File: src/vertex_pkg.sv
// Shared widths, vector types and enums for the vertex job controller RTL and its testbench
`default_nettype none

package vertex_pkg;

	////////////////////////////////////////
	// Line geometry
	////////////////////////////////////////

	parameter int VERTEX_W      = 32;
	parameter int LINE_VERTICES = 8;
	parameter int LINE_W        = VERTEX_W * LINE_VERTICES;
	parameter int LINE_BYTES    = LINE_W / 8;

	////////////////////////////////////////
	// Vector types
	////////////////////////////////////////

	typedef logic [VERTEX_W-1:0] vertex_word_t;
	typedef logic [VERTEX_W-1:0] vertex_id_t;
	typedef logic [31:0]         addr_t;

	// Word 0 in the low bits
	typedef logic [LINE_W-1:0] line_t;

	// Wide enough to hold LINE_VERTICES itself, not just the last index
	typedef logic [$clog2(LINE_VERTICES+1)-1:0] line_index_t;

	typedef logic [39:0] edge_count_t;

	////////////////////////////////////////
	// Enums
	////////////////////////////////////////

	typedef enum logic {
		ARRAY_OUT_DEGREE,
		ARRAY_EDGES_IDX
	} array_sel_t;

	typedef enum logic [2:0] {
		FETCH_IDLE,
		ISSUE_OUT_DEGREE,
		ISSUE_EDGES_IDX,
		WAIT_LINES,
		SHIFT_VERTICES,
		NEXT_BLOCK
	} fetch_state_t;

endpackage

`default_nettype wire

File: src/vertex_fetch_fsm.sv
// Block sequencer of the vertex job controller; issues reads, waits for lines, shifts vertices
`timescale 1ns/100ps
`default_nettype none

module vertex_fetch_fsm (
	input  logic                   clock,
	input  logic                   rstn,
	input  logic                   start,
	input  logic                   work_left,
	input  logic                   shift_last,
	input  logic                   lines_ready,
	input  logic                   room_for_line,
	output logic                   load,
	output logic                   block_advance,
	output logic                   shift_step,
	output logic                   lines_clear,
	output logic                   push,
	output logic                   rd_cmd_valid,
	output logic                   busy,
	output vertex_pkg::array_sel_t rd_cmd_array
);

	import vertex_pkg::*;

	fetch_state_t state;
	fetch_state_t next_state;

	////////////////////////////////////////
	// State register
	////////////////////////////////////////

	always_ff @(posedge clock or negedge rstn) begin
		if (!rstn) begin
			state <= FETCH_IDLE;
		end else begin
			state <= next_state;
		end
	end

	////////////////////////////////////////
	// Next state and control pulses
	////////////////////////////////////////

	always_comb begin
		next_state    = state;
		load          = 1'b0;
		block_advance = 1'b0;
		shift_step    = 1'b0;
		lines_clear   = 1'b0;
		push          = 1'b0;

		case (state)
			FETCH_IDLE: begin
				if (start) begin
					load       = 1'b1;
					next_state = NEXT_BLOCK;
				end
			end
			// Decision point between blocks, also right after start
			NEXT_BLOCK: begin
				if (!work_left) begin
					next_state = FETCH_IDLE;
				end else if (room_for_line) begin
					next_state = ISSUE_OUT_DEGREE;
				end
			end
			ISSUE_OUT_DEGREE: begin
				next_state = ISSUE_EDGES_IDX;
			end
			ISSUE_EDGES_IDX: begin
				next_state = WAIT_LINES;
			end
			WAIT_LINES: begin
				// Lines may come back in either order
				if (lines_ready) begin
					next_state = SHIFT_VERTICES;
				end
			end
			SHIFT_VERTICES: begin
				push       = 1'b1;
				shift_step = 1'b1;
				if (shift_last) begin
					lines_clear   = 1'b1;
					block_advance = 1'b1;
					next_state    = NEXT_BLOCK;
				end
			end
			default: begin
				next_state = FETCH_IDLE;
			end
		endcase
	end

	////////////////////////////////////////
	// Command strobe and status
	////////////////////////////////////////

	assign rd_cmd_valid = (state == ISSUE_OUT_DEGREE) || (state == ISSUE_EDGES_IDX);

	// Out-degree tag is the default outside the issue states
	assign rd_cmd_array = (state == ISSUE_EDGES_IDX) ? ARRAY_EDGES_IDX : ARRAY_OUT_DEGREE;

	assign busy = (state != FETCH_IDLE);

endmodule

`default_nettype wire

File: src/vertex_block_counter.sv
// Remaining-vertex, block offset, shift index and vertex id counters for the fetch sequencer
`timescale 1ns/100ps
`default_nettype none

module vertex_block_counter (
	input  logic                    clock,
	input  logic                    rstn,
	input  logic                    load,
	input  logic                    block_advance,
	input  logic                    shift_step,
	input  vertex_pkg::vertex_id_t  num_vertices,
	output logic                    work_left,
	output logic                    shift_last,
	output vertex_pkg::line_index_t line_count,
	output vertex_pkg::line_index_t shift_index,
	output vertex_pkg::addr_t       block_offset,
	output vertex_pkg::vertex_id_t  vertex_id
);

	import vertex_pkg::*;

	vertex_id_t  remaining;
	line_index_t next_index;

	assign work_left  = (remaining != '0);
	assign line_count = (remaining >= vertex_id_t'(LINE_VERTICES)) ?
		line_index_t'(LINE_VERTICES) : line_index_t'(remaining);

	assign next_index = shift_index + 1'b1;
	assign shift_last = (next_index == line_count);

	always_ff @(posedge clock or negedge rstn) begin
		if (!rstn) begin
			remaining    <= '0;
			block_offset <= '0;
			shift_index  <= '0;
			vertex_id    <= '0;
		end else if (load) begin
			remaining    <= num_vertices;
			block_offset <= '0;
			shift_index  <= '0;
			vertex_id    <= '0;
		end else begin
			if (shift_step) begin
				shift_index <= next_index;
				vertex_id   <= vertex_id + 1'b1;
			end
			// Block change wins over the last shift step
			if (block_advance) begin
				remaining    <= remaining - vertex_id_t'(line_count);
				block_offset <= block_offset + addr_t'(LINE_BYTES);
				shift_index  <= '0;
			end
		end
	end

endmodule

`default_nettype wire

File: src/array_line_buffer.sv
// Holds the returned out-degree and edge-index lines and picks the word under the shift index
`timescale 1ns/100ps
`default_nettype none

module array_line_buffer (
	input  logic                    clock,
	input  logic                    rstn,
	input  logic                    rd_data_valid,
	input  logic                    lines_clear,
	input  vertex_pkg::array_sel_t  rd_data_array,
	input  vertex_pkg::line_t       rd_data_line,
	input  vertex_pkg::line_index_t shift_index,
	output logic                    lines_ready,
	output vertex_pkg::vertex_word_t out_degree_word,
	output vertex_pkg::vertex_word_t edges_idx_word
);

	import vertex_pkg::*;

	// One slot per array, indexed by the tag
	line_t      lines [2];
	logic [1:0] ready;

	always_ff @(posedge clock) begin
		if (rd_data_valid) begin
			lines[rd_data_array] <= rd_data_line;
		end
	end

	always_ff @(posedge clock or negedge rstn) begin
		if (!rstn) begin
			ready <= '0;
		end else begin
			if (lines_clear) begin
				ready <= '0;
			end
			if (rd_data_valid) begin
				ready[rd_data_array] <= 1'b1;
			end
		end
	end

	assign lines_ready = &ready;

	////////////////////////////////////////
	// Word select
	////////////////////////////////////////

	assign out_degree_word = lines[ARRAY_OUT_DEGREE][shift_index*VERTEX_W +: VERTEX_W];
	assign edges_idx_word  = lines[ARRAY_EDGES_IDX][shift_index*VERTEX_W +: VERTEX_W];

endmodule

`default_nettype wire

File: src/vertex_job_queue.sv
// Zero-degree filter, job FIFO with credit-gated output, and job statistics counters
`timescale 1ns/100ps
`default_nettype none

module vertex_job_queue #(
	parameter int JOB_DEPTH   = 16,
	parameter int JOB_CREDITS = 8
) (
	input  logic                     clock,
	input  logic                     rstn,
	input  logic                     push,
	input  logic                     credit_return,
	input  vertex_pkg::vertex_id_t   vertex_id,
	input  vertex_pkg::vertex_word_t out_degree_word,
	input  vertex_pkg::vertex_word_t edges_idx_word,
	output logic                     room_for_line,
	output logic                     job_valid,
	output vertex_pkg::vertex_id_t   job_id,
	output vertex_pkg::vertex_word_t job_out_degree,
	output vertex_pkg::vertex_word_t job_edges_idx,
	output vertex_pkg::vertex_id_t   vertex_job_count,
	output vertex_pkg::vertex_id_t   filtered_count,
	output vertex_pkg::edge_count_t  edge_job_count
);

	import vertex_pkg::*;

	localparam int PTR_W    = (JOB_DEPTH > 1) ? $clog2(JOB_DEPTH) : 1;
	localparam int COUNT_W  = $clog2(JOB_DEPTH + 1);
	localparam int CREDIT_W = $clog2(JOB_CREDITS + 1);

	vertex_id_t   id_mem  [JOB_DEPTH];
	vertex_word_t deg_mem [JOB_DEPTH];
	vertex_word_t idx_mem [JOB_DEPTH];

	logic [PTR_W-1:0]    wr_ptr;
	logic [PTR_W-1:0]    rd_ptr;
	logic [COUNT_W-1:0]  fill;
	logic [CREDIT_W-1:0] credits;
	logic                keep;

	// Vertices with no outgoing edges never become jobs
	assign keep = push && (out_degree_word != '0);

	always_ff @(posedge clock) begin
		if (keep) begin
			id_mem[wr_ptr]  <= vertex_id;
			deg_mem[wr_ptr] <= out_degree_word;
			idx_mem[wr_ptr] <= edges_idx_word;
		end
	end

	////////////////////////////////////////
	// FIFO pointers, fill level and credits
	////////////////////////////////////////

	always_ff @(posedge clock or negedge rstn) begin
		if (!rstn) begin
			wr_ptr  <= '0;
			rd_ptr  <= '0;
			fill    <= '0;
			credits <= CREDIT_W'(JOB_CREDITS);
		end else begin
			if (keep) begin
				wr_ptr <= (wr_ptr == PTR_W'(JOB_DEPTH - 1)) ? '0 : wr_ptr + 1'b1;
			end
			if (job_valid) begin
				rd_ptr <= (rd_ptr == PTR_W'(JOB_DEPTH - 1)) ? '0 : rd_ptr + 1'b1;
			end
			if (keep && !job_valid) begin
				fill <= fill + 1'b1;
			end else if (!keep && job_valid) begin
				fill <= fill - 1'b1;
			end
			if (credit_return && !job_valid) begin
				credits <= credits + 1'b1;
			end else if (!credit_return && job_valid) begin
				credits <= credits - 1'b1;
			end
		end
	end

	assign room_for_line  = (fill <= COUNT_W'(JOB_DEPTH - LINE_VERTICES));
	assign job_valid      = (fill != '0) && (credits != '0);
	assign job_id         = id_mem[rd_ptr];
	assign job_out_degree = deg_mem[rd_ptr];
	assign job_edges_idx  = idx_mem[rd_ptr];

	// Totals run from reset and span every start
	always_ff @(posedge clock or negedge rstn) begin
		if (!rstn) begin
			vertex_job_count <= '0;
			filtered_count   <= '0;
			edge_job_count   <= '0;
		end else begin
			if (push && !keep) begin
				filtered_count <= filtered_count + 1'b1;
			end
			if (job_valid) begin
				vertex_job_count <= vertex_job_count + 1'b1;
				edge_job_count   <= edge_job_count + edge_count_t'(job_out_degree);
			end
		end
	end

endmodule

`default_nettype wire

File: src/vertex_job_control.sv
// Top level of the vertex job controller; base registers, command address and submodule wiring
`timescale 1ns/100ps
`default_nettype none

module vertex_job_control #(
	parameter int JOB_DEPTH   = 16,
	parameter int JOB_CREDITS = 8
) (
	input  logic                     clock,
	input  logic                     rstn,
	input  logic                     start,
	input  vertex_pkg::vertex_id_t   num_vertices,
	input  vertex_pkg::addr_t        out_degree_base,
	input  vertex_pkg::addr_t        edges_idx_base,
	input  logic                     rd_data_valid,
	input  vertex_pkg::array_sel_t   rd_data_array,
	input  vertex_pkg::line_t        rd_data_line,
	input  logic                     credit_return,
	output logic                     rd_cmd_valid,
	output vertex_pkg::addr_t        rd_cmd_addr,
	output vertex_pkg::array_sel_t   rd_cmd_array,
	output vertex_pkg::line_index_t  rd_cmd_count,
	output logic                     job_valid,
	output vertex_pkg::vertex_id_t   job_id,
	output vertex_pkg::vertex_word_t job_out_degree,
	output vertex_pkg::vertex_word_t job_edges_idx,
	output vertex_pkg::vertex_id_t   vertex_job_count,
	output vertex_pkg::vertex_id_t   filtered_count,
	output vertex_pkg::edge_count_t  edge_job_count,
	output logic                     busy
);

	import vertex_pkg::*;

	logic         load, block_advance, shift_step, lines_clear, push;
	logic         work_left, shift_last, lines_ready, room_for_line;
	line_index_t  line_count, shift_index;
	addr_t        block_offset;
	vertex_id_t   vertex_id;
	vertex_word_t out_degree_word, edges_idx_word;
	addr_t        out_degree_base_r, edges_idx_base_r;

	// Bases are latched when the sequencer accepts start
	always_ff @(posedge clock) begin
		if (load) begin
			out_degree_base_r <= out_degree_base;
			edges_idx_base_r  <= edges_idx_base;
		end
	end

	assign rd_cmd_addr  = ((rd_cmd_array == ARRAY_EDGES_IDX) ? edges_idx_base_r :
		out_degree_base_r) + block_offset;
	assign rd_cmd_count = line_count;

	vertex_fetch_fsm u_fetch_fsm (
		.clock, .rstn, .start, .work_left, .shift_last, .lines_ready, .room_for_line,
		.load, .block_advance, .shift_step, .lines_clear, .push,
		.rd_cmd_valid, .busy, .rd_cmd_array
	);

	vertex_block_counter u_block_counter (
		.clock, .rstn, .load, .block_advance, .shift_step, .num_vertices,
		.work_left, .shift_last, .line_count, .shift_index, .block_offset, .vertex_id
	);

	array_line_buffer u_line_buffer (
		.clock, .rstn, .rd_data_valid, .lines_clear, .rd_data_array, .rd_data_line,
		.shift_index, .lines_ready, .out_degree_word, .edges_idx_word
	);

	vertex_job_queue #(
		.JOB_DEPTH   (JOB_DEPTH),
		.JOB_CREDITS (JOB_CREDITS)
	) u_job_queue (
		.clock, .rstn, .push, .credit_return, .vertex_id, .out_degree_word, .edges_idx_word,
		.room_for_line, .job_valid, .job_id, .job_out_degree, .job_edges_idx,
		.vertex_job_count, .filtered_count, .edge_job_count
	);

endmodule

`default_nettype wire

File: config.mk
export PLATFORM = sky130hd
export DESIGN_NAME = vertex_job_control
export DESIGN_NICKNAME = d
export VERILOG_FILES = /design/src/vertex_pkg.sv /design/src/vertex_fetch_fsm.sv /design/src/vertex_block_counter.sv /design/src/array_line_buffer.sv /design/src/vertex_job_queue.sv /design/src/vertex_job_control.sv
export SDC_FILE = /design/constraint.sdc
export NUM_CORES = 2
export LEC_CHECK = 0
export BUFFER_PORTS_ARGS = -buffer_cell sky130_fd_sc_hd__buf_2
export CAP_MARGIN = 15
export CELL_PAD_IN_SITES_DETAIL_PLACEMENT = 1
export CELL_PAD_IN_SITES_GLOBAL_PLACEMENT = 2
export CORE_ASPECT_RATIO = 1.5
export CORE_MARGIN = 1
export CORE_UTILIZATION = 51
export CTS_CLUSTER_DIAMETER = 50
export DETAILED_ROUTE_END_ITERATION = 16
export GPL_TIMING_DRIVEN = 0
export HOLD_SLACK_MARGIN = 0.02
export PLACE_DENSITY = 0.89
export SKIP_LAST_GASP = 1
export SLEW_MARGIN = 20
export SYNTH_ARGS = -nofsm -noshare
export SYNTH_HDL_FRONTEND = slang
export SYNTH_SLANG_ARGS = --single-unit
File: constraint.sdc
create_clock -name clock -period 16.1 [get_ports clock]
set_clock_uncertainty 0.1 [all_clocks]
set_input_delay 2.415 -clock clock [delete_from_list [all_inputs] [get_ports clock]]
set_output_delay 2.415 -clock clock [all_outputs]
set_load 0.02 [all_outputs]
Word level (Yosys, flattened, before mapping). Memory sizes are Yosys's and may differ from the RTL's. Index checks and enable logic that the tools add are counted. Widths: inputs -> output; s select.

Output and inout bits: 240. Register bits: 290. Input port bits: 358. Memories: 4. RAM bits: 2048.

Memories: u_job_queue.deg_mem (depth 16, bits a word 32, rd ports 1, clocked after Yosys merged registers in 0, write ports 1, line vertex_job_queue.sv:33) `vertex_word_t deg_mem [JOB_DEPTH];`; u_job_queue.id_mem (depth 16, bits a word 32, rd ports 1, clocked after Yosys merged registers in 0, write ports 1, line vertex_job_queue.sv:32) `vertex_id_t id_mem [JOB_DEPTH];`; u_job_queue.idx_mem (depth 16, bits a word 32, rd ports 1, clocked after Yosys merged registers in 0, write ports 1, line vertex_job_queue.sv:34) `vertex_word_t idx_mem [JOB_DEPTH];`; u_line_buffer.lines (depth 2, bits a word 256, rd ports 2, clocked after Yosys merged registers in 0, write ports 1, line array_line_buffer.sv:21) `line_t lines [2];`.

Reductions and logical operators: 25. Shifts and indexed selects: 2. $lt $le $gt $ge: 4. Bitwise logic cells: 1. $add $sub $neg: 14. Muxes and demuxes: 37. Eq/ne operators: 12.

Operators by type and width (count): $shiftx 256x10->32 (2); $mux 32 (7); $add 32x1->32 const B (3); $reduce_bool 32->1 (2); $add 40x32->40 (1); $add 32x32->32 (1); $add 32x6->32 const B (1); $ge 32x4->1 const B (1); $mux 4 (8); $sub 32x4->32 (1); $pmux 3 s6 (1); $add 4x1->4 const B (4); $mux 3 (5); $mux 1 (11); $mux 5 (2); $eq 4x4->1 const B (2); $logic_and 1x1->1 (8); $reduce_bool 2->1 (4); $eq 3x2->1 const B (2); $eq 3x3->1 const B (2); $ne 2x2->1 const B (3); $reduce_bool 3->1 (2); $add 5x1->5 const B (1); $le 5x4->1 const B (1); 17 further kinds (20).

Depth between registers and ports, before layout.
Depth after elaboration: 8. Mapped depth: 17. Depth with buffers taken out: 14.

Cells and area by module. A second synthesis with hierarchy kept.

Cells, all modules: 4616. Area, all modules: 93420.8 um^2.

Modules (own cells, without submodules): vertex_job_queue (instances 1, cells each 2881, area each 64589.4 um^2); array_line_buffer (instances 1, cells each 818, area each 19500.0 um^2); vertex_block_counter (instances 1, cells each 555, area each 5104.9 um^2); vertex_job_control (instances 1, cells each 329, area each 3950.0 um^2); vertex_fetch_fsm (instances 1, cells each 33, area each 276.5 um^2).

Worst setup path before layout. OpenSTA, ideal clock, no wires.

Path kind: input-to-reg. Start point: input rd_data_array. End point: memory u_line_buffer.lines[0][0] (netlist bit) (enable). Buffers on the path: 0. Stages: 1. Data arrival time: 13.768 ns. Path slack: 1.318 ns. Setup time: 0.914 ns. Path through: nor2b_1.

RTL lines: start: declaration (line vertex_job_control.sv:16) `input vertex_pkg::array_sel_t rd_data_array,`; end: declaration (line array_line_buffer.sv:21).

Straight into the memory's write port.

Final worst setup path.
Start point: register u_fetch_fsm.state[0]. End point: output rd_cmd_addr[31].

Cells in the longest elaborated chain, start to end: 4.

RTL lines: start: declaration (line vertex_fetch_fsm.sv:25) `fetch_state_t state;`; start signal: assignment (line vertex_fetch_fsm.sv:36) `state <= next_state;`; $eq 3x2->1 (line vertex_fetch_fsm.sv:101) `assign rd_cmd_array = (state == ISSUE_EDGES_IDX) ? ARRAY_EDGES_IDX : ARRAY_OUT_DEGREE;`; $mux 1 (line vertex_fetch_fsm.sv:101); $mux 32 (line vertex_job_control.sv:51) `assign rd_cmd_addr = ((rd_cmd_array == ARRAY_EDGES_IDX) ? edges_idx_base_r :`; $add 32x32->32 (line vertex_job_control.sv:52) `out_degree_base_r) + block_offset;`; end: declaration (line vertex_job_control.sv:20) `output vertex_pkg::addr_t rd_cmd_addr,`.

No other way between the ends.

==> results.ini <==
[sta]
hold-worst-slack_ns=0.3679
hold_viol_final=0
relSlewSlack_pct=9.648
min_period_over_period_pct=53.74
setup_viol=0
setup_tns_ns=0
worstMarginPinSlew_ns=1.355
rsz0062_at_grt=no
report.final.slew_viol_count=0
fmax_mhz=115.6
layout_min_cycle_time_ns=8.653

[yosys]
ys_seq_elements=2333
synthMostInstantiatedCell=edfxtp_1
netlist_area_um2=92320
synth_commonest_cells=edfxtp_1, mux4_2, nand2_1
ys_top_cells_by_area=edfxtp_1, mux4_2, dfrtp_1
syn-mean-instance-area_um2=20.07
yosysWarnings=0
yosysTopAreaCell=edfxtp_1
synth_cell_types=65
synth.top_cell.area_share_pct=68.69
synth_flop_cell=edfxtp_1
synth_edf_count=2112
async_reset_ff_share_pct=9.473
postSynthCellCount=4599
seq_area_frac_synth_pct=74.69

[placed_design]
dp.cells=7728
port_buffers=597
placed_area_um2=100600
gp_congestion=0.8443
dp_hpwl_um=185400

[critical_path]
arrival_ns=6.14
cp_max_fo=10
worstPathRequired_ns=13.59
crit_type=reg2out
cp-end-kind=output port
start_kind=flip-flop

[grt]
met2_usage_pct=54.85
busiest_layer=met2
grt_pass1_wl_um=402000
grt_pass1_vias=55900
met3_usage_pct=7.511
grtUsageTotal_pct=31.38
grt_max_degree=88
antenna_found_initial=51
grt_overflow=0
met1_usage_pct=36.75

[clock_network]
cts_buffers=212
cts_resized=0
cts_setup_buffers=0
clk_latency_ns=0.91
clk_pin_slew_worst_paths_ns=0.06
htreeDepth=4
cts_tree=built
hold_buffers=0
clockBufferDepth=3
cts_root_buf=clkbuf_16
numClockSinks=2333

[power_and_ir_drop]
powerDensity_nw_per_um2=198.3
vdd_drop_max_mv=0.1204
power.total_mw=21.44
power_leakage_nw=36.97

[die]
coreArea_um2=179200
start_util_pct=51.51
die-height_um=523.1
ioPinCount=598
die_area_um2=182800
fp-row-count=190
die_x_um=349.4

[hold_path]
hp-class=reg2reg

[final_layout]
fin_cells=8157
syn_to_final_growth_pct=17.11
n_fill_cell=15540
drive_gt1_share_pct=32.66
final_nets=5982
stdcell_area_um2=108100

[routing]
drc=0
dr.pass1.iters=6
via_count=52770
wl_per_cell_um=35.09
postRouteAntennaNets=0
routed_wirelength_um=286300
vias_per_cell=6.469
drt-initial-drc-count=6387

[status]
status=finished, final reports clean

[run]
maxCapViolations=0

[power by group]
group / total [mW] / internal (mW) / leakage, nW / switching, mW
Clock: 5.37 / 2.97 / 3.57 / 2.40
Sequential: 8.25 / 7.92 / 22.2 / 0.329
Combinational: 7.82 / 2.79 / 11.2 / 5.02
Total: 21.4 / 13.7 / 37.0 / 7.75
[stage by stage]
| step | utilization (%) | worst slack [ns] |
|---|---|---|
| final | 60.32 | 7.447 |
| after global routing | 60.30 | 7.029 |
| after detailed placement | 56.11 | 8.381 |
| after CTS | 60.20 | 7.340 |
| after floorplan | - | 1.318 |
| after global placement | 54.85 | -5.800 |
[routing by layer]
layer / wire length [µm] / vias to the layer above
li1: - / 20680
met1: 95900 / 27480
met3: 28480 / 800
met2: 148000 / 3775
met4: 13640 / 40
met5: 253 / -
[state kept, by name, indices dropped and copies added, names as in the netlist]
signal                        cells
edges_idx_base_r                 32
out_degree_base_r                32
u_block_counter.remaining        32
u_line_buffer.ready               2
u_block_counter.shift_index       4
u_job_queue.vertex_job_count     32
u_job_queue.credits               4
u_fetch_fsm.state                 3
u_block_counter.vertex_id        32
u_block_counter.block_offset     27
u_job_queue.wr_ptr                4
u_job_queue.edge_job_count       40
u_job_queue.idx_mem             512
u_job_queue.deg_mem             512
u_line_buffer.lines             512
u_job_queue.id_mem              512
u_job_queue.rd_ptr                4
u_job_queue.fill                  5
u_job_queue.filtered_count       32
[area by class of cell]
cell class / instances / area, µm² / share of cell area (%)
sequential: 2333 / 68950 / 63.78
inverter: 47 / 176.4 / 0.1632
buffer: 208 / 879.6 / 0.8136
clock inverter: 141 / 1705 / 1.577
clock buffer: 258 / 5622 / 5.200
multi-input combinational: 2012 / 22710 / 21.01
antenna: 28 / 70.07 / 0.06481
timing repair buffer: 730 / 4999 / 4.623
tap: 2400 / 3003 / 2.777
[cell usage in the layout, fill, tap and decap left out, types with 14 or more instances in the layout]
master / synthesis / final
clkbuf_2: 1 / 41
xor2_1: 51 / 51
bufinv_16: 0 / 28
mux2_2: 34 / 34
a21o_1: 30 / 30
buf_4: 0 / 53
o21ai_0: 116 / 116
edfxtp_1: 2112 / 2112
o31ai_1: 16 / 16
buf_12: 0 / 19
clkbuf_16: 0 / 215
dfrtp_1: 220 / 220
nor3_1: 32 / 32
clkbuf_1: 135 / 145
ha_1: 77 / 77
xnor2_1: 127 / 127
buf_1: 58 / 26
o211ai_1: 14 / 14
mux4_2: 608 / 608
nand2_1: 309 / 309
nor2_1: 101 / 101
or3_1: 21 / 21
clkinv_2: 0 / 41
nand3_1: 84 / 84
a21oi_2: 0 / 62
a21oi_1: 140 / 78
and3_1: 42 / 34
clkinv_1: 0 / 33
nor4_1: 18 / 18
inv_1: 47 / 47
nand4_1: 31 / 31
buf_16: 0 / 32
diode_2: 0 / 28
buf_6: 1 / 26
buf_2: 13 / 625
[kinds of logic (layout without fill, tap and decap cells)]
family                     Yosys count  count (layout)  synth area share, %
and+or+nand+nor                    705             705                3.562
muxes                              652             652                15.36
other                                1              30             0.004062
xor gates and xnor gates           178             178                1.689
adders and majority gates           80              80                1.109
DFF                               2333            2333                74.69
buffers and inverters              255            1384                1.064
AOI/OAI and AO/OA                  395             395                2.529
[final timing paths]
kind	cells past startpoint	from	endpoint	slack (ns)
hold reg to reg	1	u_job_queue.filtered_count[31]	u_job_queue.filtered_count[31]	0.37
hold / removal	1	u_job_queue.filtered_count[31]	u_job_queue.filtered_count[31]	0.37
max in group asynchronous	3	rstn	u_job_queue.filtered_count[4]	13.11
setup reg to reg	17	u_job_queue.rd_ptr[0]	u_job_queue.edge_job_count[24]	8.97
min in group asynchronous	1	rstn	u_job_queue.vertex_job_count[31]	1.40
setup / recovery	15	u_fetch_fsm.state[0]	rd_cmd_addr[31]	7.45
[worst max-delay path, stage by stage, from the launching register on]
cell	delay, ns
dfrtp_1	0.47
nor3b_1	0.20
clkbuf_1	0.45
clkbuf_1	0.70
mux2_2	0.42
ha_1	0.33
a21o_1	0.20
a21oi_1	0.28
nor2b_1	0.12
o21ai_0	0.38
o31ai_1	0.23
a311oi_1	0.67
o2111ai_1	0.21
a21oi_1	0.24
xnor2_1	0.15
buf_2	0.19
Power figures use the tool's default switching activity.
